`config.mk`:
```
export PLATFORM = sky130hd
export DESIGN_NAME = mem_stage
export DESIGN_NICKNAME = d
export VERILOG_FILES = /design/src/design/isa_pkg.sv /design/src/design/pipe_pkg.sv /design/src/design/mem_stage.sv
export VERILOG_INCLUDE_DIRS = /design/src /design/src/design
export SDC_FILE = /design/constraint.sdc
export NUM_CORES = 2
export LEC_CHECK = 0
export BUFFER_PORTS_ARGS = -buffer_cell sky130_fd_sc_hd__clkbuf_2
export CORE_MARGIN = 2
export CORE_UTILIZATION = 31
export CTS_CLUSTER_DIAMETER = 60
export DETAILED_ROUTE_END_ITERATION = 8
export PLACE_DENSITY_LB_ADDON = 0.15
export RECOVER_POWER = 50
export SYNTH_ARGS = -nofsm -noshare
export SYNTH_HDL_FRONTEND = slang
export SYNTH_SLANG_ARGS = --single-unit
```
`constraint.sdc`:
```
create_clock -name clk -period 4.3 [get_ports clk]
set_input_delay 0.43 -clock clk [delete_from_list [all_inputs] [get_ports clk]]
set_output_delay 0.43 -clock clk [all_outputs]
set_load 0.05 [all_outputs]
```
`src/design/mips_cfg.svh`:
```
`ifndef MIPS_CFG_SVH
`define MIPS_CFG_SVH

// Datapath width in bits
`define MIPS_XLEN 32

// Instruction memory, in 32-bit words
`define MIPS_IMEM_DEPTH 256
`define MIPS_IMEM_AW    8

// Data memory, in 32-bit words
`define MIPS_DMEM_DEPTH 64
`define MIPS_DMEM_AW    6

`endif

```
`src/design/isa_pkg.sv`:
```
package isa_pkg;

  // Primary opcodes of the supported subset
  typedef enum logic [5:0] {
    OP_RTYPE = 6'h00,
    OP_BEQ   = 6'h04,
    OP_ADDI  = 6'h08,
    OP_LW    = 6'h23,
    OP_SW    = 6'h2b
  } opcode_e;

  // R-type function codes
  typedef enum logic [5:0] {
    FN_ADD = 6'h20,
    FN_SUB = 6'h22,
    FN_AND = 6'h24,
    FN_OR  = 6'h25,
    FN_SLT = 6'h2a
  } funct_e;

  typedef enum logic [2:0] {
    ALU_ADD,
    ALU_SUB,
    ALU_AND,
    ALU_OR,
    ALU_SLT
  } alu_op_e;

  typedef struct packed {
    logic [5:0] opcode;
    logic [4:0] rs;
    logic [4:0] rt;
    logic [4:0] rd;
    logic [4:0] shamt;
    logic [5:0] funct;
  } r_form_t;

  typedef struct packed {
    logic [5:0]  opcode;
    logic [4:0]  rs;
    logic [4:0]  rt;
    logic [15:0] imm;
  } i_form_t;

  // Both forms share opcode, rs and rt
  typedef union packed {
    r_form_t r;
    i_form_t i;
  } instr_t;

endpackage

```
`src/design/pipe_pkg.sv`:
```
`include "mips_cfg.svh"

package pipe_pkg;
  import isa_pkg::*;

  typedef logic [`MIPS_XLEN-1:0] word_t;

  typedef struct packed {
    alu_op_e alu_op;
    logic    alu_src;     // Immediate as second ALU operand
    logic    reg_dst;     // Write rd rather than rt
    logic    reg_write;
    logic    mem_read;
    logic    mem_write;
    logic    mem_to_reg;
    logic    branch;
  } ctrl_t;

  // IF/ID payload
  typedef struct packed {
    logic   valid;
    word_t  pc_plus4;
    instr_t instr;
  } if_id_t;

  // ID/EX payload
  typedef struct packed {
    logic       valid;
    ctrl_t      ctrl;
    logic [4:0] rs;
    logic [4:0] rt;
    logic [4:0] rd;
    word_t      rs_data;
    word_t      rt_data;
    word_t      imm;       // Sign extended
    word_t      br_target;
  } id_ex_t;

  // EX/MEM payload
  typedef struct packed {
    logic       valid;
    logic       reg_write;
    logic       mem_read;
    logic       mem_write;
    logic       mem_to_reg;
    logic [4:0] dest;
    word_t      alu_result;
    word_t      store_data;
  } ex_mem_t;

  // MEM/WB payload, register write port and core output
  typedef struct packed {
    logic       valid;     // Only for writes to a nonzero register
    logic [4:0] dest;
    word_t      data;
  } wb_t;

endpackage

```
`src/design/mem_stage.sv`:
```
`include "mips_cfg.svh"

module mem_stage
  import pipe_pkg::*;
(
  input  logic    clk,
  input  ex_mem_t i_ex_mem,
  output wb_t     o_wb
);

  word_t                    dmem [`MIPS_DMEM_DEPTH];
  logic [`MIPS_DMEM_AW-1:0] addr;
  word_t                    rdata;

  assign addr  = i_ex_mem.alu_result[`MIPS_DMEM_AW+1:2];   // Word address
  assign rdata = dmem[addr];

  always_ff @(posedge clk) begin
    if (i_ex_mem.valid && i_ex_mem.mem_write) begin
      dmem[addr] <= i_ex_mem.store_data;
    end
  end

  always_comb begin
    o_wb.valid = i_ex_mem.valid && i_ex_mem.reg_write && (i_ex_mem.dest != 5'd0);
    o_wb.dest  = i_ex_mem.dest;
    o_wb.data  = i_ex_mem.mem_to_reg ? rdata : i_ex_mem.alu_result;
  end

endmodule

```
**Yosys cells after proc, flatten, opt, wreduce, memory -nomap -nowiden**

Memories as Yosys holds them, arrays and structs flattened.
Index checks and enable logic that the tools add are counted.

- Multiplexer cells: 3
- Reduce and logical (&&, ||, !) cells: 4

Operators by type and width:

| kind | count |
|---|---|
| 2-to-1 mux 32 bit | 1 |
| nonzero test 5 bit | 1 |
| logical AND 1 bit | 3 |
| 2-to-1 mux 1 bit | 2 |

- Register bits: 0
- Bits in writable memories: 2048
- Input port bits: 75
- Output and inout port bits: 38
- Word-level logic and storage cells: 8
- Memories: 1

Memory list:

| name | depth | width | rd ports | clocked after Yosys merged registers in | write ports | line | RTL |
|---|---|---|---|---|---|---|---|
| dmem | 64 | 32 | 1 | 0 | 1 | mem_stage.sv:11 | `` word_t dmem [`MIPS_DMEM_DEPTH]; `` |

**Longest topological paths before layout**

- Depth after elaboration: 3
- Gate-level depth with buffers: 12
- Depth with buffers taken out: 6

**Worst setup path before layout**

OpenSTA, ideal clock, no wires.

- Path kind: input port to flip-flop
- From: in i_ex_mem[36] (netlist name)
- To: mem dmem[13][0] (netlist name), enable pin
- Setup time: 421 ps
- Data arrival time: 3174 ps
- Data required time: 3879 ps
- Slack: 705 ps
- Stages: 9
- Path buffers: 7
- Cell sequence: buf_6 buf_6 buf_4 buf_4 buf_4 buf_2 buf_2 nand3_1 nor2_1

RTL lines:

| element | line | RTL |
|---|---|---|
| from (decl) | mem_stage.sv:7 | `input ex_mem_t i_ex_mem,` |
| to (decl) | mem_stage.sv:11 |  |

Straight into the memory's write port.

==> impl_metrics.py <==
metrics = {
    "cts": {
        "clock_path_buffers": 3,
        "post_cts_buffers": 0,
        "cts.sinks": 2048,
        "cts_made_buffers": 223,
        "clk_pin_slew_ns": 0.06,
        "cts_root_buf": "clkbuf_16",
        "cts_tree": "yes",
        "htreeDepth": 4,
    },
    "finish": {
        "final_core_util_pct": 37.3,
        "fin_area_sq_um": 94800,
        "layout-drive-gt1-share_pct": 25.2,
        "final_nets": 4780,
        "top_regs": "dmem: 2048 flops",
        "regArea_sq_um": 61500,
        "area_growth_syn_to_layout_pct": 19.8,
        "largest-register": "dmem",
        "multiInputGateArea_sq_um": 16600,
        "largest_register_ffs": 2048,
        "fillerInstances": 23400,
    },
    "critical_path": {
        "critPathLaunchType": "input pin",
        "end_kind": "output pin",
        "critPathKind": "in2out",
        "crit_end": "o_wb[27]",
        "startpoint": "i_ex_mem[36]",
        "cp.arrival_ns": 3.72,
        "worstPathMaxFanout": 27,
        "cp.required_ns": 3.87,
    },
    "synthesis": {
        "synth_top_area_share_pct": 77.7,
        "synth-async-reset-ratio_pct": 0,
        "synth_top_area_cell": "edfxtp_1",
        "ys_top_cells_by_count": "edfxtp_1, a221oi_1, mux2i_1, mux2_2, nor2_1",
        "synthFlopType": "edfxtp_1",
        "synth_seq_cells": 2048,
        "synth_seq_area_share_pct": 77.7,
        "avgSynthCellArea_sq_um": 18.8,
        "ys_top_cells_by_area": "edfxtp_1, mux4_2, mux2_2",
        "synth_fp_nets": 4282,
        "synthCells": 4207,
        "synth-edff-count": 2048,
        "yosysWarnings": 0,
        "ys_types": 70,
        "synth.most_common_cell": "edfxtp_1",
        "syn_area_sq_um": 79100,
    },
    "global_routing": {
        "gr-total-overflow": 0,
        "grt_pass1_wl_mm": 422,
        "grt_usage_pct": 24.2,
        "grt_pass1_vias": 45300,
        "antenna_found_initial": 20,
        "grt_start_max_net_pins": 65,
    },
    "route": {
        "drt_iter0_drc": 5664,
        "drt-pass1-iter-count": 5,
        "vias_per_cell": 5.69,
        "routedWlPerCell_microns": 38.5,
        "drcViolationCount": 0,
        "vias": 47000,
        "routed_wl_mm": 318,
        "postRouteAntennaNets": 0,
    },
    "power": {
        "p_leak_nw": 30.0,
        "powerDensity_nw_per_um2": 460,
        "ir_drop_mv": 0.416,
    },
    "timing": {
        "fmax_ghz": 0.241,
        "rsz0062_at_grt": "no",
        "tns_ns": 0,
        "finalCritPeriodShare_pct": 96.4,
        "whs_ns": 0.296,
        "relSlewSlack_pct": -145,
        "setup_violations": 0,
        "tightest_slew_ns": 3.67,
        "fin_crit_ns": 4.15,
        "final_hold_viol_count": 0,
        "slew_violations": 1819,
    },
    "run_status": {
        "status": "finished, violations left",
        "violations": "capacitance limit, slew limit",
    },
    "job": {
        "drv_cap": 36,
    },
    "placed_design": {
        "dp_hpwl_mm": 193,
        "place_area_sq_um": 88000,
        "gp_congestion": 0.834,
        "io_buffers": 111,
    },
    "floorplan": {
        "dieHeight_microns": 509,
        "num_rows": 185,
        "core_sq_um": 254000,
        "start_util_pct": 31.2,
        "die_w_microns": 509,
        "dieArea_sq_um": 259000,
        "io_pins": 113,
    },
    "hold_path": {
        "worstHoldPathType": "in2reg",
    },
}
-- worst min-delay path by stage --
stage / start / to / depth (start not counted)
after floorplan: i_ex_mem[0] / dmem[0][0] / 0
after global placement: i_ex_mem[25] / dmem[56][25] / 1
after detailed placement: i_ex_mem[25] / dmem[56][25] / 1
after CTS: i_ex_mem[28] / dmem[10][28] / 1
after global routing: i_ex_mem[23] / dmem[26][23] / 1
final: i_ex_mem[28] / dmem[16][28] / 1
-- report_power, final --
part	total, mW	internal (mW)	switching [mW]
logic	2.98	0.932	2.05
clock network	18.6	10.5	8.04
registers	22.1	22.1	0.0157
-- per-stage QoR --
| step | cells | setup slack, ns | power (mW) |
|---|---|---|---|
| 2_1_floorplan | 4207 | 0.705 | 23.8 |
| 3_3_place_gp | 7843 | -0.336 | 25.5 |
| 3_5_place_dp | 7843 | -0.284 | 25.5 |
| 4_1_cts | 8259 | 0.0586 | 43.9 |
| 5_1_grt | 8262 | 0.114 | 44.8 |
| 6_report | 8269 | 0.153 | 43.7 |
-- kinds of logic (layout without fill, tap and decap cells) --
group | Yosys count | in the layout | synth area share [%]
other | 0 | 10 | 0
multiplexers | 525 | 525 | 9.13
AND/OR/NAND/NOR | 371 | 371 | 2.08
AO/OA/AOI/OAI | 951 | 951 | 8.94
buffers and inverters | 312 | 998 | 2.13
flip-flops | 2048 | 2048 | 77.7
-- worst max-delay path, stage by stage --
cell and delay, ns:
buf_8 0.19, clkbuf_1 0.28, inv_4 0.14, buf_12 0.28, buf_4 0.43, nor2_1 0.15
buf_4 0.20, a22oi_1 0.30, a31oi_1 0.16, nor4b_1 0.40, buf_4 0.22, a41oi_1 0.14
buf_4 0.18, buf_12 0.14
-- layer usage --
metal | track usage, % | wire [microns]
met1 | 33.7 | 135000
met2 | 38.8 | 149000
met3 | 4.27 | 24000
met4 | 7.29 | 10000
met5 | 0 | 55
-- area by class of cell --
type                    count  share of cell area (%)
flip-flops and latches   2048                    64.9
multi-input cells        1847                    17.5
clock buffers             281                    6.16
repair buffers            580                    5.79
well taps                3366                    4.44
clock inverters           132                    1.18
inverters                   5                  0.0304
diodes                     10                  0.0264
-- cell usage in the layout, fill, tap and decap left out, drive strengths merged, types with 110 or more instances in the layout --
cell type	count
a21oi	110
a221oi	230
a22oi	166
buf	454
clkbuf	404
edfxtp	2048
mux2	192
mux2i	195
mux4	138
nor2	177
-- what timing repair did --
action | CTS | global route
endpoints found under the setup margin | 2 | 2
hold buffers | 3 | 0
pin swaps | 0 | 0
hold endpoints to repair | 26 | 0
gates resized for setup | 2 | 1
No activity file was read; power rests on OpenSTA's default activity.
