### config.mk
export PLATFORM = sky130hd
export DESIGN_NAME = execute_stage
export DESIGN_NICKNAME = d
export VERILOG_FILES = /design/src/design/isa_pkg.sv /design/src/design/pipe_pkg.sv /design/src/design/execute_stage.sv
export VERILOG_INCLUDE_DIRS = /design/src /design/src/design
export SDC_FILE = /design/constraint.sdc
export NUM_CORES = 1
export LEC_CHECK = 0
export ABC_AREA = 0
export CAP_MARGIN = 20
export CORE_AREA = 2 2 146 148
export DETAILED_ROUTE_END_ITERATION = 16
export DIE_AREA = 0 0 148 150
export DONT_BUFFER_PORTS = 1
export GPL_TIMING_DRIVEN = 0
export PLACE_DENSITY_LB_ADDON = 0.15
export SYNTH_ARGS = -nofsm -noshare
export SYNTH_HDL_FRONTEND = slang
export SYNTH_SLANG_ARGS = --single-unit
### constraint.sdc
create_clock -name vclk -period 12.4
set_input_delay 2.48 -clock vclk [all_inputs]
set_output_delay 2.48 -clock vclk [all_outputs]
set_load 0.01 [all_outputs]
### src/design/mips_cfg.svh
`ifndef MIPS_CFG_SVH
`define MIPS_CFG_SVH

// Datapath width in bits
`define MIPS_XLEN 32

// Instruction memory, in 32-bit words
`define MIPS_IMEM_DEPTH 256
`define MIPS_IMEM_AW    8

// Data memory, in 32-bit words
`define MIPS_DMEM_DEPTH 64
`define MIPS_DMEM_AW    6

`endif

### src/design/isa_pkg.sv
package isa_pkg;

  // Primary opcodes of the supported subset
  typedef enum logic [5:0] {
    OP_RTYPE = 6'h00,
    OP_BEQ   = 6'h04,
    OP_ADDI  = 6'h08,
    OP_LW    = 6'h23,
    OP_SW    = 6'h2b
  } opcode_e;

  // R-type function codes
  typedef enum logic [5:0] {
    FN_ADD = 6'h20,
    FN_SUB = 6'h22,
    FN_AND = 6'h24,
    FN_OR  = 6'h25,
    FN_SLT = 6'h2a
  } funct_e;

  typedef enum logic [2:0] {
    ALU_ADD,
    ALU_SUB,
    ALU_AND,
    ALU_OR,
    ALU_SLT
  } alu_op_e;

  typedef struct packed {
    logic [5:0] opcode;
    logic [4:0] rs;
    logic [4:0] rt;
    logic [4:0] rd;
    logic [4:0] shamt;
    logic [5:0] funct;
  } r_form_t;

  typedef struct packed {
    logic [5:0]  opcode;
    logic [4:0]  rs;
    logic [4:0]  rt;
    logic [15:0] imm;
  } i_form_t;

  // Both forms share opcode, rs and rt
  typedef union packed {
    r_form_t r;
    i_form_t i;
  } instr_t;

endpackage

### src/design/pipe_pkg.sv
`include "mips_cfg.svh"

package pipe_pkg;
  import isa_pkg::*;

  typedef logic [`MIPS_XLEN-1:0] word_t;

  typedef struct packed {
    alu_op_e alu_op;
    logic    alu_src;     // Immediate as second ALU operand
    logic    reg_dst;     // Write rd rather than rt
    logic    reg_write;
    logic    mem_read;
    logic    mem_write;
    logic    mem_to_reg;
    logic    branch;
  } ctrl_t;

  // IF/ID payload
  typedef struct packed {
    logic   valid;
    word_t  pc_plus4;
    instr_t instr;
  } if_id_t;

  // ID/EX payload
  typedef struct packed {
    logic       valid;
    ctrl_t      ctrl;
    logic [4:0] rs;
    logic [4:0] rt;
    logic [4:0] rd;
    word_t      rs_data;
    word_t      rt_data;
    word_t      imm;       // Sign extended
    word_t      br_target;
  } id_ex_t;

  // EX/MEM payload
  typedef struct packed {
    logic       valid;
    logic       reg_write;
    logic       mem_read;
    logic       mem_write;
    logic       mem_to_reg;
    logic [4:0] dest;
    word_t      alu_result;
    word_t      store_data;
  } ex_mem_t;

  // MEM/WB payload, register write port and core output
  typedef struct packed {
    logic       valid;     // Only for writes to a nonzero register
    logic [4:0] dest;
    word_t      data;
  } wb_t;

endpackage

### src/design/execute_stage.sv
module execute_stage
  import isa_pkg::*;
  import pipe_pkg::*;
(
  input  id_ex_t  i_id_ex,
  input  ex_mem_t i_ex_mem_q,
  input  wb_t     i_mem_wb_q,
  output ex_mem_t o_ex_mem,
  output logic    o_redirect,
  output word_t   o_redirect_pc
);

  word_t fwd_a;
  word_t fwd_b;
  word_t op_b;
  word_t alu_y;

  // EX/MEM first, then MEM/WB, then the value read in decode
  function automatic word_t forward(input logic [4:0] src, input word_t reg_val,
                                    input ex_mem_t ex_mem, input wb_t wb);
    if (src != 5'd0 && ex_mem.valid && ex_mem.reg_write && !ex_mem.mem_read &&
        ex_mem.dest == src) begin
      return ex_mem.alu_result;
    end else if (wb.valid && wb.dest == src) begin
      return wb.data;
    end else begin
      return reg_val;
    end
  endfunction

  assign fwd_a = forward(i_id_ex.rs, i_id_ex.rs_data, i_ex_mem_q, i_mem_wb_q);
  assign fwd_b = forward(i_id_ex.rt, i_id_ex.rt_data, i_ex_mem_q, i_mem_wb_q);
  assign op_b  = i_id_ex.ctrl.alu_src ? i_id_ex.imm : fwd_b;

  always_comb begin
    case (i_id_ex.ctrl.alu_op)
      ALU_ADD: alu_y = fwd_a + op_b;
      ALU_SUB: alu_y = fwd_a - op_b;
      ALU_AND: alu_y = fwd_a & op_b;
      ALU_OR:  alu_y = fwd_a | op_b;
      ALU_SLT: alu_y = word_t'($signed(fwd_a) < $signed(op_b));
      default: alu_y = '0;
    endcase
  end

  // Predict not taken, so any taken beq is a mispredict
  assign o_redirect    = i_id_ex.valid && i_id_ex.ctrl.branch && (alu_y == '0);
  assign o_redirect_pc = i_id_ex.br_target;

  always_comb begin
    o_ex_mem.valid      = i_id_ex.valid;
    o_ex_mem.reg_write  = i_id_ex.valid && i_id_ex.ctrl.reg_write;
    o_ex_mem.mem_read   = i_id_ex.valid && i_id_ex.ctrl.mem_read;
    o_ex_mem.mem_write  = i_id_ex.valid && i_id_ex.ctrl.mem_write;
    o_ex_mem.mem_to_reg = i_id_ex.ctrl.mem_to_reg;
    o_ex_mem.dest       = i_id_ex.ctrl.reg_dst ? i_id_ex.rd : i_id_ex.rt;
    o_ex_mem.alu_result = alu_y;
    o_ex_mem.store_data = fwd_b;   // Forwarded rt for sw
  end

endmodule

# --- After elaboration in Yosys (flattened, before gate mapping) ---
# Cells that the tools add are included.
op_classes:
  add_sub_neg: 2
  magnitude_cmp: 1
  eq_ne: 8
  n_mux: 7
  n_bitwise: 2
  reduce_logical: 20
op_table:
  columns: ["op", "count"]
  rows:
  - ["2-to-1 mux 32 bit", 5]
  - ["one-hot mux 32 bit (5 select lines)", 1]
  - ["adder 32 bit", 1]
  - ["bitwise AND 32 bit", 1]
  - ["logical NOT 32 bit", 1]
  - ["less-than comparator 32 bit", 1]
  - ["OR 32 bit", 1]
  - ["subtractor 32 bit", 1]
  - ["== test 5 bit", 4]
  - ["logical AND 1 bit", 15]
  - ["nonzero test 5 bit", 2]
  - ["== test 3 x 2 -> 1 bit, second input constant", 2]
  - ["2-to-1 mux 5 bit", 1]
  - ["== test 3 x 1 -> 1 bit, second input constant", 1]
  - ["== test 3 bit, second input constant", 1]
  - ["logical NOT 3 bit", 1]
  - ["logical NOT 1 bit", 1]
word_totals:
  register_bits: 0
  inputBits: 266
  out_inout_bits: 107
  elab_cells: 40

# --- Longest topological paths before layout ---
depth:
  word_depth: 11
  mapped_depth: 23
  ltp_nobuf: 21

# --- Least setup slack after synthesis ---
# OpenSTA, ideal clock, no wires.
synth_path:
  path_type: "input -> output"
  from: "in i_mem_wb_q[34] (netlist bit)"
  to: "out o_redirect"
  arrival_time_ns: 7.615
  required_time_ns: 9.920
  slack_ns: 2.305
  path_stages: 21
  n_path_buf: 2
  path_cell_list: "xor2_1 -> nor4_1 -> and3_1 -> clkbuf_1 -> clkbuf_1 -> mux2i_1 -> a21oi_1 -> mux2_2 -> ha_1 -> fa_1 -> a211oi_1 -> o211ai_1 -> a21o_1 -> a21oi_1 -> mux2_1 -> or4_4 -> nand3b_1 -> or4_1 -> nor4_2 -> nand4_1 -> nor2_1"
synth_lines:
  columns: ["item", "line_no", "rtl"]
  rows:
  - ["start, declared", "execute_stage.sv:7", "input wb_t i_mem_wb_q,"]
  - ["end, declared", "execute_stage.sv:9", "output logic o_redirect,"]

==> summary.md <==
| Metric | Value |
|---|---|
| Seq cells | 0 |
| Initial core utilization | 0.365 |
| Average size of a mapped cell | 6.71 um^2 |
| Sequential standard cell area | 0 um^2 |
| Final slew viol count | 0 |
| Residual DRC | 0 |
| Switching Power | 0.278 mW |
| Global-route wire length before repair | 50800 um |
| Post-Synth Adder-Cell Area | 0.179 |
| Placed Cells | 1403 |
| Final hold vios | 0 |
| Final min period | 11.41 ns |
| DRT Pass-1 Iters | 6 |
| Max-slew headroom | 0.335 |
| Synth Area in Compound Gates | 0.296 |
| ANT nets after route | 0 |
| Maxcap violations | 0 |
| 1st-iter DRT viols | 806 |
| Post-Syn Nets | 1499 |
| YS warnings | 0 |
| Port buffer count | 0 |
| Delay-heaviest family, CP | simple AND/OR/NAND/NOR gates |
| Fraction of the mapped netlist area in simple logic gates | 0.211 |
| Largest family of logic cells by synthesized area | compound AO/OA/AOI/OAI gates |
| DIE WIDTH | 148 um |
| Path type of the worst min-delay path | input pin to output pin |
| CP cell instances | xor2_1 > nor4_1 > and3_1 > clkbuf_1 > clkbuf_1 > mux2i_1 > a21oi_1 > mux2_2 > ha_1 > fa_1 > a211oi_1 > o211ai_1 > a21o_1 > a21oi_1 > mux2_1 > or4_4 > nand3b_1 > or4_1 > nor4_2 > nand4_1 > nor2_1 |
| Slew @ Worst Pin | 0.998 ns |
| Setup TNS | 0 ns |
| Fin cells | 1406 |
| Maximum number of pins on one net before global-route repair | 11 |
| # hold bufs at CTS | 0 |
| Final WL | 35100 um |
| Multiplexer share of the synthesized area | 0.157 |
| Critical Path RT | 9.92 ns |
| Vias in the first global route | 7948 |
| DP HPWL | 29600 um |
| Crit path capture type | output pin |
| Full die area | 0.0222 mm^2 |
| CORE AREA | 0.0207 mm^2 |
| Worst path bufs/invs | 2 |
| Yosys cell types | 84 |
| Number of clock-tree buffers in the layout | 0 |
| Most frequent cells in the layout | 146 x a21oi_1, 136 x nor2_1, 105 x ha_1 |
| Synth Instances | 1126 |
| Filler cell count | 2344 |
| XOR/XNOR Fraction of Synth Area | 0.0382 |
| VDD IR max | 0.0130 mV |
| Sw frac | 0.649 |
| Fmax | 0.0877 GHz |
| Post-detailed-route wirelength per cell | 25.0 um |
| Clk network pwr share | 0 |
| Share of cells above drive strength 1 | 0.100 |
| Min-delay src | i_id_ex[24] |
| Seq/Total Area, Yosys | 0 |
| Post-CTS Setup Bufs | 0 |
| PwrDens | 54.0 mW/mm^2 |
| Critical Path Source Type | input pin |
| Pre-CTS setup slack | 1.07 ns |
| Gate power share | 1.000 |
| Critical path peak fanout | 10 |
| WHS Endpoint | o_redirect_pc[24] |
| GP Congestion | 0.961 |
| Critical Path AT | 8.93 ns |
| Worst hold stages | 1 |
| Crit path kind | input pin to output pin |
| CP max stage cell | clkbuf_1 |
| Critical Path Max Stage Delay | 0.70 ns |
| PostCTS Resize Cnt | 0 |
| Final period util | 0.920 |
| P&R area growth vs syn | 4.77% |
| FP Rows | 53 |
| Power share of the sequential group | 0 |
| GR Util All Layers | 0.297 |
| Initial antenna violation count | 3 |
| DP Area | 0.00791 mm^2 |
| Internal power | 0.150 mW |
| Vias per cell | 6.04 |
| Run status | complete, no violations |
| Post-route cell area | 0.00792 mm^2 |
| Via count | 8494 |
| DIE HEIGHT | 150 um |
| Final net count | 1503 |
| Leak Pwr | 3.30 nW |
| Grt ovf | 0 |
| RSZ-0062 raised after global routing | no |
| Post-Syn Area | 0.00756 mm^2 |
| Final WS setup | 0.994 ns |
| Count of final setup violators | 0 |
| Num ports | 373 |
| Multi-input logic area | 0.00666 mm^2 |
| Most common cell after layout, fill and taps aside | a21oi_1 |
| Final Power | 0.428 mW |
## routing by layer
layer | global-route usage | up-vias | wire, um
met5 | 0.00909 | - | 40
met4 | 0.0462 | 4 | 663
met1 | 0.391 | 3997 | 14900
li1 | - | 4027 | -
met3 | 0.0942 | 47 | 3870
met2 | 0.484 | 419 | 15600
## worst max-delay path by stage
stage | startpoint | endpoint | cells past startpoint
3_5_place_dp | i_mem_wb_q[34] | o_redirect | 21
3_3_place_gp | i_mem_wb_q[34] | o_redirect | 21
4_1_cts | i_mem_wb_q[34] | o_redirect | 21
2_1_floorplan | i_mem_wb_q[34] | o_redirect | 21
6_report | i_mem_wb_q[34] | o_redirect | 21
5_1_grt | i_mem_wb_q[34] | o_redirect | 21
## cell usage after synthesis, types with 11 or more instances
cell,number,area share
buf_4,34,0.034
inv_1,92,0.046
nor3_1,26,0.017
nor4_1,15,0.012
a21o_1,11,0.011
mux2_2,33,0.049
xor2_1,13,0.015
a21oi_1,146,0.097
nand3_1,20,0.013
or3_1,11,0.0091
a211oi_1,21,0.021
buf_1,11,0.0055
ha_1,105,0.17
nor2b_1,12,0.0099
xnor2_1,20,0.023
nand2_1,44,0.022
nand4_1,11,0.0091
nor2_1,136,0.068
clkbuf_1,46,0.023
mux2i_1,80,0.11
o21ai_0,41,0.027
## through the flow
| stage | utilization | hold WS (ns) |
|---|---|---|
| CTS | 0.382 | 5.05 |
| global route | 0.382 | 5.05 |
| detailed placement | 0.382 | 5.05 |
| finish | 0.383 | 5.05 |
| global placement | 0.382 | 5.05 |
| floorplan | - | 5.05 |
## logic make-up (layout without fill, tap and decap cells)
group | Yosys count | count (layout)
compound gates | 344 | 344
buf+inv | 200 | 202
simple gates | 328 | 328
mux | 114 | 114
fa+ha+maj | 107 | 107
xor+xnor | 33 | 33
other cells | 0 | 3
## area by class of cell
class / instances / area share
multi-input cells: 926 / 0.841
plain buffers: 102 / 0.0670
inverters: 98 / 0.0465
well taps: 275 / 0.0435
repair buffers: 2 / 0.00111
diodes: 3 / 0.000948
## power groups by stage
stage	clock [mW]	combinational (mW)	sequential, mW
6_report	0.0000000756	0.428	0
5_1_grt	0.0000000515	0.466	0
4_1_cts	0	0.419	0
3_5_place_dp	0	0.416	0
3_3_place_gp	0	0.418	0
2_1_floorplan	0	0.311	0
Power figures use the tool's default switching activity.
