[src/design/mips_cfg.svh]
`ifndef MIPS_CFG_SVH
`define MIPS_CFG_SVH

// Datapath width in bits
`define MIPS_XLEN 32

// Instruction memory, in 32-bit words
`define MIPS_IMEM_DEPTH 256
`define MIPS_IMEM_AW    8

// Data memory, in 32-bit words
`define MIPS_DMEM_DEPTH 64
`define MIPS_DMEM_AW    6

`endif

[src/design/isa_pkg.sv]
package isa_pkg;

  // Primary opcodes of the supported subset
  typedef enum logic [5:0] {
    OP_RTYPE = 6'h00,
    OP_BEQ   = 6'h04,
    OP_ADDI  = 6'h08,
    OP_LW    = 6'h23,
    OP_SW    = 6'h2b
  } opcode_e;

  // R-type function codes
  typedef enum logic [5:0] {
    FN_ADD = 6'h20,
    FN_SUB = 6'h22,
    FN_AND = 6'h24,
    FN_OR  = 6'h25,
    FN_SLT = 6'h2a
  } funct_e;

  typedef enum logic [2:0] {
    ALU_ADD,
    ALU_SUB,
    ALU_AND,
    ALU_OR,
    ALU_SLT
  } alu_op_e;

  typedef struct packed {
    logic [5:0] opcode;
    logic [4:0] rs;
    logic [4:0] rt;
    logic [4:0] rd;
    logic [4:0] shamt;
    logic [5:0] funct;
  } r_form_t;

  typedef struct packed {
    logic [5:0]  opcode;
    logic [4:0]  rs;
    logic [4:0]  rt;
    logic [15:0] imm;
  } i_form_t;

  // Both forms share opcode, rs and rt
  typedef union packed {
    r_form_t r;
    i_form_t i;
  } instr_t;

endpackage

[src/design/pipe_pkg.sv]
`include "mips_cfg.svh"

package pipe_pkg;
  import isa_pkg::*;

  typedef logic [`MIPS_XLEN-1:0] word_t;

  typedef struct packed {
    alu_op_e alu_op;
    logic    alu_src;     // Immediate as second ALU operand
    logic    reg_dst;     // Write rd rather than rt
    logic    reg_write;
    logic    mem_read;
    logic    mem_write;
    logic    mem_to_reg;
    logic    branch;
  } ctrl_t;

  // IF/ID payload
  typedef struct packed {
    logic   valid;
    word_t  pc_plus4;
    instr_t instr;
  } if_id_t;

  // ID/EX payload
  typedef struct packed {
    logic       valid;
    ctrl_t      ctrl;
    logic [4:0] rs;
    logic [4:0] rt;
    logic [4:0] rd;
    word_t      rs_data;
    word_t      rt_data;
    word_t      imm;       // Sign extended
    word_t      br_target;
  } id_ex_t;

  // EX/MEM payload
  typedef struct packed {
    logic       valid;
    logic       reg_write;
    logic       mem_read;
    logic       mem_write;
    logic       mem_to_reg;
    logic [4:0] dest;
    word_t      alu_result;
    word_t      store_data;
  } ex_mem_t;

  // MEM/WB payload, register write port and core output
  typedef struct packed {
    logic       valid;     // Only for writes to a nonzero register
    logic [4:0] dest;
    word_t      data;
  } wb_t;

endpackage

[src/design/reg_file.sv]
module reg_file
  import pipe_pkg::*;
(
  input  logic       clk,
  input  logic       i_rst_n,
  input  logic [4:0] i_rs,
  input  logic [4:0] i_rt,
  input  wb_t        i_wb,
  output word_t      o_rs_data,
  output word_t      o_rt_data
);

  word_t regs [1:31];   // r0 is not stored

  always_ff @(posedge clk or negedge i_rst_n) begin
    if (!i_rst_n) begin
      for (int i = 1; i < 32; i++) begin
        regs[i] <= '0;
      end
    end else if (i_wb.valid && i_wb.dest != 5'd0) begin
      regs[i_wb.dest] <= i_wb.data;
    end
  end

  // Write-through covers the WB to ID distance
  always_comb begin
    if (i_rs == 5'd0)                            o_rs_data = '0;
    else if (i_wb.valid && i_wb.dest == i_rs)    o_rs_data = i_wb.data;
    else                                         o_rs_data = regs[i_rs];
    if (i_rt == 5'd0)                            o_rt_data = '0;
    else if (i_wb.valid && i_wb.dest == i_rt)    o_rt_data = i_wb.data;
    else                                         o_rt_data = regs[i_rt];
  end

endmodule

[src/design/decode_stage.sv]
`include "mips_cfg.svh"

module decode_stage
  import isa_pkg::*;
  import pipe_pkg::*;
(
  input  logic   clk,
  input  logic   i_rst_n,
  input  if_id_t i_if_id,
  input  wb_t    i_wb,
  input  id_ex_t i_id_ex_q,
  output id_ex_t o_id_ex,
  output logic   o_stall
);

  instr_t instr;
  ctrl_t  ctrl;
  logic   uses_rt;         // rt is a source operand
  logic   load_in_ex;
  word_t  rs_data;
  word_t  rt_data;
  word_t  imm_ext;

  assign instr = i_if_id.instr;

  // Register file sits beside the decode logic
  reg_file u_reg_file (
    .clk       (clk),
    .i_rst_n   (i_rst_n),
    .i_rs      (instr.r.rs),
    .i_rt      (instr.r.rt),
    .i_wb      (i_wb),
    .o_rs_data (rs_data),
    .o_rt_data (rt_data)
  );

  always_comb begin
    ctrl    = '0;
    uses_rt = 1'b0;
    case (instr.r.opcode)
      OP_RTYPE: begin
        uses_rt        = 1'b1;
        ctrl.reg_dst   = 1'b1;
        ctrl.reg_write = 1'b1;
        case (instr.r.funct)
          FN_ADD:  ctrl.alu_op = ALU_ADD;
          FN_SUB:  ctrl.alu_op = ALU_SUB;
          FN_AND:  ctrl.alu_op = ALU_AND;
          FN_OR:   ctrl.alu_op = ALU_OR;
          FN_SLT:  ctrl.alu_op = ALU_SLT;
          default: ctrl.reg_write = 1'b0;  // funct 0 is the no-op
        endcase
      end
      OP_ADDI: begin
        ctrl.alu_src   = 1'b1;
        ctrl.reg_write = 1'b1;
      end
      OP_LW: begin
        ctrl.alu_src    = 1'b1;
        ctrl.reg_write  = 1'b1;
        ctrl.mem_read   = 1'b1;
        ctrl.mem_to_reg = 1'b1;
      end
      OP_SW: begin
        uses_rt        = 1'b1;
        ctrl.alu_src   = 1'b1;
        ctrl.mem_write = 1'b1;
      end
      OP_BEQ: begin
        uses_rt     = 1'b1;
        ctrl.branch = 1'b1;
        ctrl.alu_op = ALU_SUB;   // Zero result means equal
      end
      default: ;                 // Unknown opcodes run as no-ops
    endcase
  end

  assign imm_ext = {{(`MIPS_XLEN-16){instr.i.imm[15]}}, instr.i.imm};

  // Load in EX whose result the decoding instruction needs
  assign load_in_ex = i_id_ex_q.valid && i_id_ex_q.ctrl.mem_read && (i_id_ex_q.rt != 5'd0);
  assign o_stall    = i_if_id.valid && load_in_ex &&
                      ((i_id_ex_q.rt == instr.r.rs) ||
                       (uses_rt && i_id_ex_q.rt == instr.r.rt));

  always_comb begin
    o_id_ex.valid     = i_if_id.valid;
    o_id_ex.ctrl      = ctrl;
    o_id_ex.rs        = instr.r.rs;
    o_id_ex.rt        = instr.r.rt;
    o_id_ex.rd        = instr.r.rd;
    o_id_ex.rs_data   = rs_data;
    o_id_ex.rt_data   = rt_data;
    o_id_ex.imm       = imm_ext;
    o_id_ex.br_target = i_if_id.pc_plus4 + (imm_ext << 2);
  end

endmodule

[config.mk]
export PLATFORM = sky130hd
export DESIGN_NAME = decode_stage
export DESIGN_NICKNAME = d
export VERILOG_FILES = /design/src/design/isa_pkg.sv /design/src/design/pipe_pkg.sv /design/src/design/reg_file.sv /design/src/design/decode_stage.sv
export VERILOG_INCLUDE_DIRS = /design/src /design/src/design
export SDC_FILE = /design/constraint.sdc
export NUM_CORES = 2
export LEC_CHECK = 0
export ABC_AREA = 1
export ABC_CLOCK_PERIOD_IN_PS = 2500
export BUFFER_PORTS_ARGS = -buffer_cell sky130_fd_sc_hd__buf_2
export CAP_MARGIN = 0
export CORE_MARGIN = 2
export CORE_UTILIZATION = 50
export CTS_BUF_LIST = sky130_fd_sc_hd__clkbuf_16
export CTS_CLUSTER_DIAMETER = 30
export DETAILED_ROUTE_END_ITERATION = 8
export PLACE_DENSITY = 0.68
export SYNTH_ARGS = -nofsm -noshare
export SYNTH_HDL_FRONTEND = slang
export SYNTH_SLANG_ARGS = --single-unit
[constraint.sdc]
create_clock -name clk -period 2.5 [get_ports clk]
set_input_delay 0.375 -clock clk [delete_from_list [all_inputs] [get_ports clk]]
set_output_delay 0.375 -clock clk [all_outputs]
set_load 0.02 [all_outputs]
# Word level (Yosys, flattened, before mapping)
# Cells that the tools add are included.
# W data, S select, Z words.
[word_totals]
regBits = 992
in_bits = 259
output_inout_bits = 155
word_cells = 94
[classes]
bitwise_logic = 3
reduce_logical = 19
add_sub_neg = 1
n_lt_le_gt_ge = 4
n_mux = 23
eq_ne = 13
[op_table]
columns = ["op", "count"]
rows = [
  ["$bwmux W992", 1],
  ["$bmux W32 S5", 2],
  ["$mux W32", 9],
  ["$demux W32 S5", 1],
  ["$eq A6 B6 Y1 const B", 7],
  ["$add A32 B32 Y32", 1],
  ["$eq A5 B5 Y1", 4],
  ["$ge A6 B6 Y1 const B", 3],
  ["$not A5 Y6", 3],
  ["$pmux W3 S4", 1],
  ["$logic_not A5 Y1", 2],
  ["$reduce_bool A5 Y1", 2],
  ["$logic_and A1 B1 Y1", 9],
  ["$mux W1", 7],
  ["$eq A6 B3 Y1 const B", 1],
  ["$eq A6 B4 Y1 const B", 1],
  ["$logic_not A6 Y1", 1],
  ["$lt A6 B1 Y1 const B", 1],
  ["$pmux W3 S2", 1],
  ["$reduce_or A3 Y1", 2],
  ["$reduce_or A5 Y1", 1],
  ["$pmux W1 S2", 1],
  ["$reduce_or A2 Y1", 1],
  ["$logic_or A1 B1 Y1", 1],
]

# Logic depth before layout (Yosys ltp)
[logic_depth]
word_depth = 6
ltp_mapped = 13
ltp_nobuf = 12

# By module
# From an unflattened synthesis, not the netlist that was laid out.
[hier_totals]
cells_unflattened = 8467
area_unflattened_um2 = 58318.4
[by_module_without_submodules]
columns = ["module", "cells_each", "seq_area_each_um2", "area_each_um2", "instances"]
rows = [
  ["reg_file", 7912, 24823.8, 55350.6, 1],
  ["decode_stage", 555, 0.0, 2967.8, 1],
]

# Worst setup path after synthesis
# No wires, ideal clock.
[synth_timing]
path_type = "in2out"
from = "input port i_if_id[0] in the netlist's numbering"
to = "output port o_id_ex[14] in the netlist's numbering"
cell_stages = 9
required_time_ns = 2.125
arrival_time_ns = 1.863
setup_slack_ns = 0.262
n_path_buf = 0
cell_sequence = "ha_1 inv_1 fa_1 inv_1 nand3_1 nand3_1 nand2_1 nand3_1 xor2_1"
[synth_lines]
columns = ["element", "line_no", "source"]
rows = [
  ["start: declaration", "decode_stage.sv:9", "input if_id_t i_if_id,"],
  ["end: declaration", "decode_stage.sv:12", "output id_ex_t o_id_ex,"],
]

==> flow_metrics.tcl <==
set metrics [dict create \
    synth_edf_count 0 \
    synthCells 9456 \
    slew_headroom 0.3361 \
    nets 10113 \
    syn_to_final_growth_pct 30.37 \
    placed_cells 11098 \
    dp_hpwl_um 158200 \
    root_buffer "clkbuf_16" \
    cap_violations 0 \
    overflow 0 \
    layout_commonest_cell "nand2_1" \
    track_usage 0.3949 \
    status "finished, violations left" \
    maxSlewViolCount 0 \
    drtIter0Drc 9180 \
    numCtsBuffers 234 \
    rsz0062_at_grt "yes" \
    worstPathMaxFanout 3 \
    grt_pass1_vias 63656 \
    start_kind "flip-flop" \
    ys_seq_elements 992 \
    layoutNonFillerInstCount 11646 \
    max_freq_ghz 0.3762 \
    syn_area_per_cell_um2 6.408 \
    grt_pass1_wl_um 380400 \
    design.core.area_mm2 0.1201 \
    wl_per_cell_um 21.77 \
    fillerInstances 10286 \
    cts_tree "yes" \
    gp_congestion 0.9524 \
    insertion_delay_ns 0.84 \
    placedInstanceArea_mm2 0.06681 \
    yosys_warnings 0 \
    max-clock-path-buffers 3 \
    max_flop_register "u_reg_file.regs" \
    die_h_um 352.1 \
    timing.setup.tns_ns -2.036 \
    clkTransAtPathRegs_ns 0.05 \
    synth_ff_type "dfrtp_1" \
    synth.distinct_cells 31 \
    final_cell_mix "3,154 x nand2_1, 1,099 x nand3_1, 992 x dfrtp_1" \
    first_pass_iters 7 \
    hold_class "input port to async pin" \
    crit_type "flip-flop to primary output" \
    largest_register_ffs 992 \
    power_density_mw_per_mm2 842.0 \
    cts_sinks 992 \
    top_regs "u_reg_file.regs: 992 flops" \
    io_pins 414 \
    arrival_ns 2.28 \
    period_share 1.063 \
    skew_ns 0 \
    finalSetupViolCount 47 \
    failed_checks "negative setup slack" \
    io_buffer_count 262 \
    ff2ff_setup_slack_ns 1.56 \
    multi_input_area_mm2 0.03201 \
    syn-num-nets 9745 \
    post-route-util 0.6576 \
    ctsHtreeMaxLevel 4 \
    die_w_um 352.1 \
    start_util 0.5044 \
    avgViaCountPerCell 5.850 \
    grt_max_degree 89 \
    dieArea_mm2 0.1240 \
    async_flop_share 1.000 \
    synth.largest_area_cell "dfrtp_1" \
    synth_top_area_frac 0.4096 \
    antenna_left 0 \
    synth_area_mm2 0.06060 \
    p_leak_nw 39.44 \
    final_area_mm2 0.07900 \
    post-route-drc-count 0 \
    fin_crit_ns 2.658 \
    tightest_slew_ns 0.9948 \
    register_area_mm2 0.02482 \
    crit_path_end_kind "primary output" \
    num_vias 68126 \
    critPathRequiredTime_ns 2.12 \
    setup_slack_ns -0.1584 \
    irDropWorstVdd_mv 0.7348 \
    ys_top_cells_by_area "dfrtp_1 41%, nand2_1 21%, nand3_1 10%, o21ai_0 7.3%, inv_1 5.7%" \
    rows 127 \
    drt_wl_total_um 253500 \
    finalHoldViolCount 0 \
    drive_gt1_frac 0.1982 \
    antenna_found_initial 21 \
    ys_seq_area_frac 0.4096 \
]
==> report_power, final <==
group / internal, W / switching, W
clock network: 0.0212 / 0.0102
registers: 0.0193 / 0.00200
logic: 0.00517 / 0.00877
total: 0.0456 / 0.0209
==> layout make-up <==
cell class | count | area share
Multi-Input combinational cell | 6815 | 0.4051
Sequential cell | 992 | 0.3142
Timing Repair Buffer | 852 | 0.1070
Clock buffer | 237 | 0.07507
Inverter | 928 | 0.04499
Clock inverter | 198 | 0.02756
Tap cell | 1612 | 0.02553
Antenna cell | 11 | 0.0003484
Timing Repair inverter | 1 | 0.0001425
==> cell usage after synthesis (3+ instances only) <==
library cell / number
ha_1: 29
nand4_1: 15
nor2_1: 770
buf_1: 65
buf_2: 38
dfrtp_1: 992
inv_2: 7
buf_4: 51
xor2_1: 19
o21ai_0: 887
xnor2_1: 3
nand3_1: 1254
nor2_2: 6
nor3_2: 8
nand2_1: 3390
nor3_1: 12
o22ai_1: 6
nor4_1: 4
clkbuf_1: 567
inv_1: 919
a21oi_1: 344
o21bai_1: 6
nand2_2: 8
o21ai_1: 47
==> critical path: stages (launching register included) <==
cell and delay (ns):
dfrtp_1 0.38, nand2_1 0.09, nor2_1 0.12, nor2_1 0.06, nand2_1 0.07, nand2_1 0.09
nor2_4 0.16, nand2_2 0.09, nand3_4 0.10, nand2_4 0.08, inv_2 0.07, buf_6 0.12
==> path summary, 6_finish.rpt <==
check | cells past startpoint | end | startpoint
max in group asynchronous | 4 | u_reg_file.regs[632] | i_rst_n
worst max-delay path | 11 | o_id_ex[121] | u_reg_file.regs[985]
worst max register to register | 4 | u_reg_file.regs[826] | u_reg_file.regs[826]
worst min register to register | 2 | u_reg_file.regs[719] | u_reg_file.regs[719]
min in group clk | 5 | u_reg_file.regs[694] | i_wb[34]
worst min-delay path | 2 | u_reg_file.regs[493] | i_rst_n
==> kinds of logic (layout without fill, tap and decap cells) <==
logic type,Yosys count,count (layout),synth area share
buf+inv,1649,2216,0.1061
flops,992,992,0.4096
simple gates,5473,5473,0.3679
xor+xnor,22,22,0.003180
fa+ha+maj,30,30,0.006318
compound gates,1290,1290,0.1069
other cells,0,11,0
==> repair_timing <==
action,in CTS,in global routing
hold buffers,33,0
pin swaps,355,334
endpoints found under the hold margin,541,0
gates resized for setup,533,475
cloned,3,3
buffers inserted,26,49
endpoints found under the setup margin,69,87
==> metal layers <==
layer  up-vias  routed length, um  GRT usage
met5         -                 63          0
met4        12              15640     0.2239
met3      1090              32230     0.1034
met2      4748             110600     0.6004
met1     31740              94970     0.5109
li1      30536                  -          -
==> metrics by stage <==
| step | hold WS (ns) | setup WS, ns | power (W) |
|---|---|---|---|
| after CTS | 0.06992 | -0.1198 | 0.06543 |
| after floorplan | 0.07941 | 0.2625 | 0.02903 |
| after global placement | 0.3513 | -0.1510 | 0.03302 |
| after global routing | 0.1109 | -0.2001 | 0.06938 |
| final | 0.09392 | -0.1584 | 0.06652 |
| after detailed placement | 0.3599 | -0.1859 | 0.03344 |
Power figures use the tool's default switching activity.
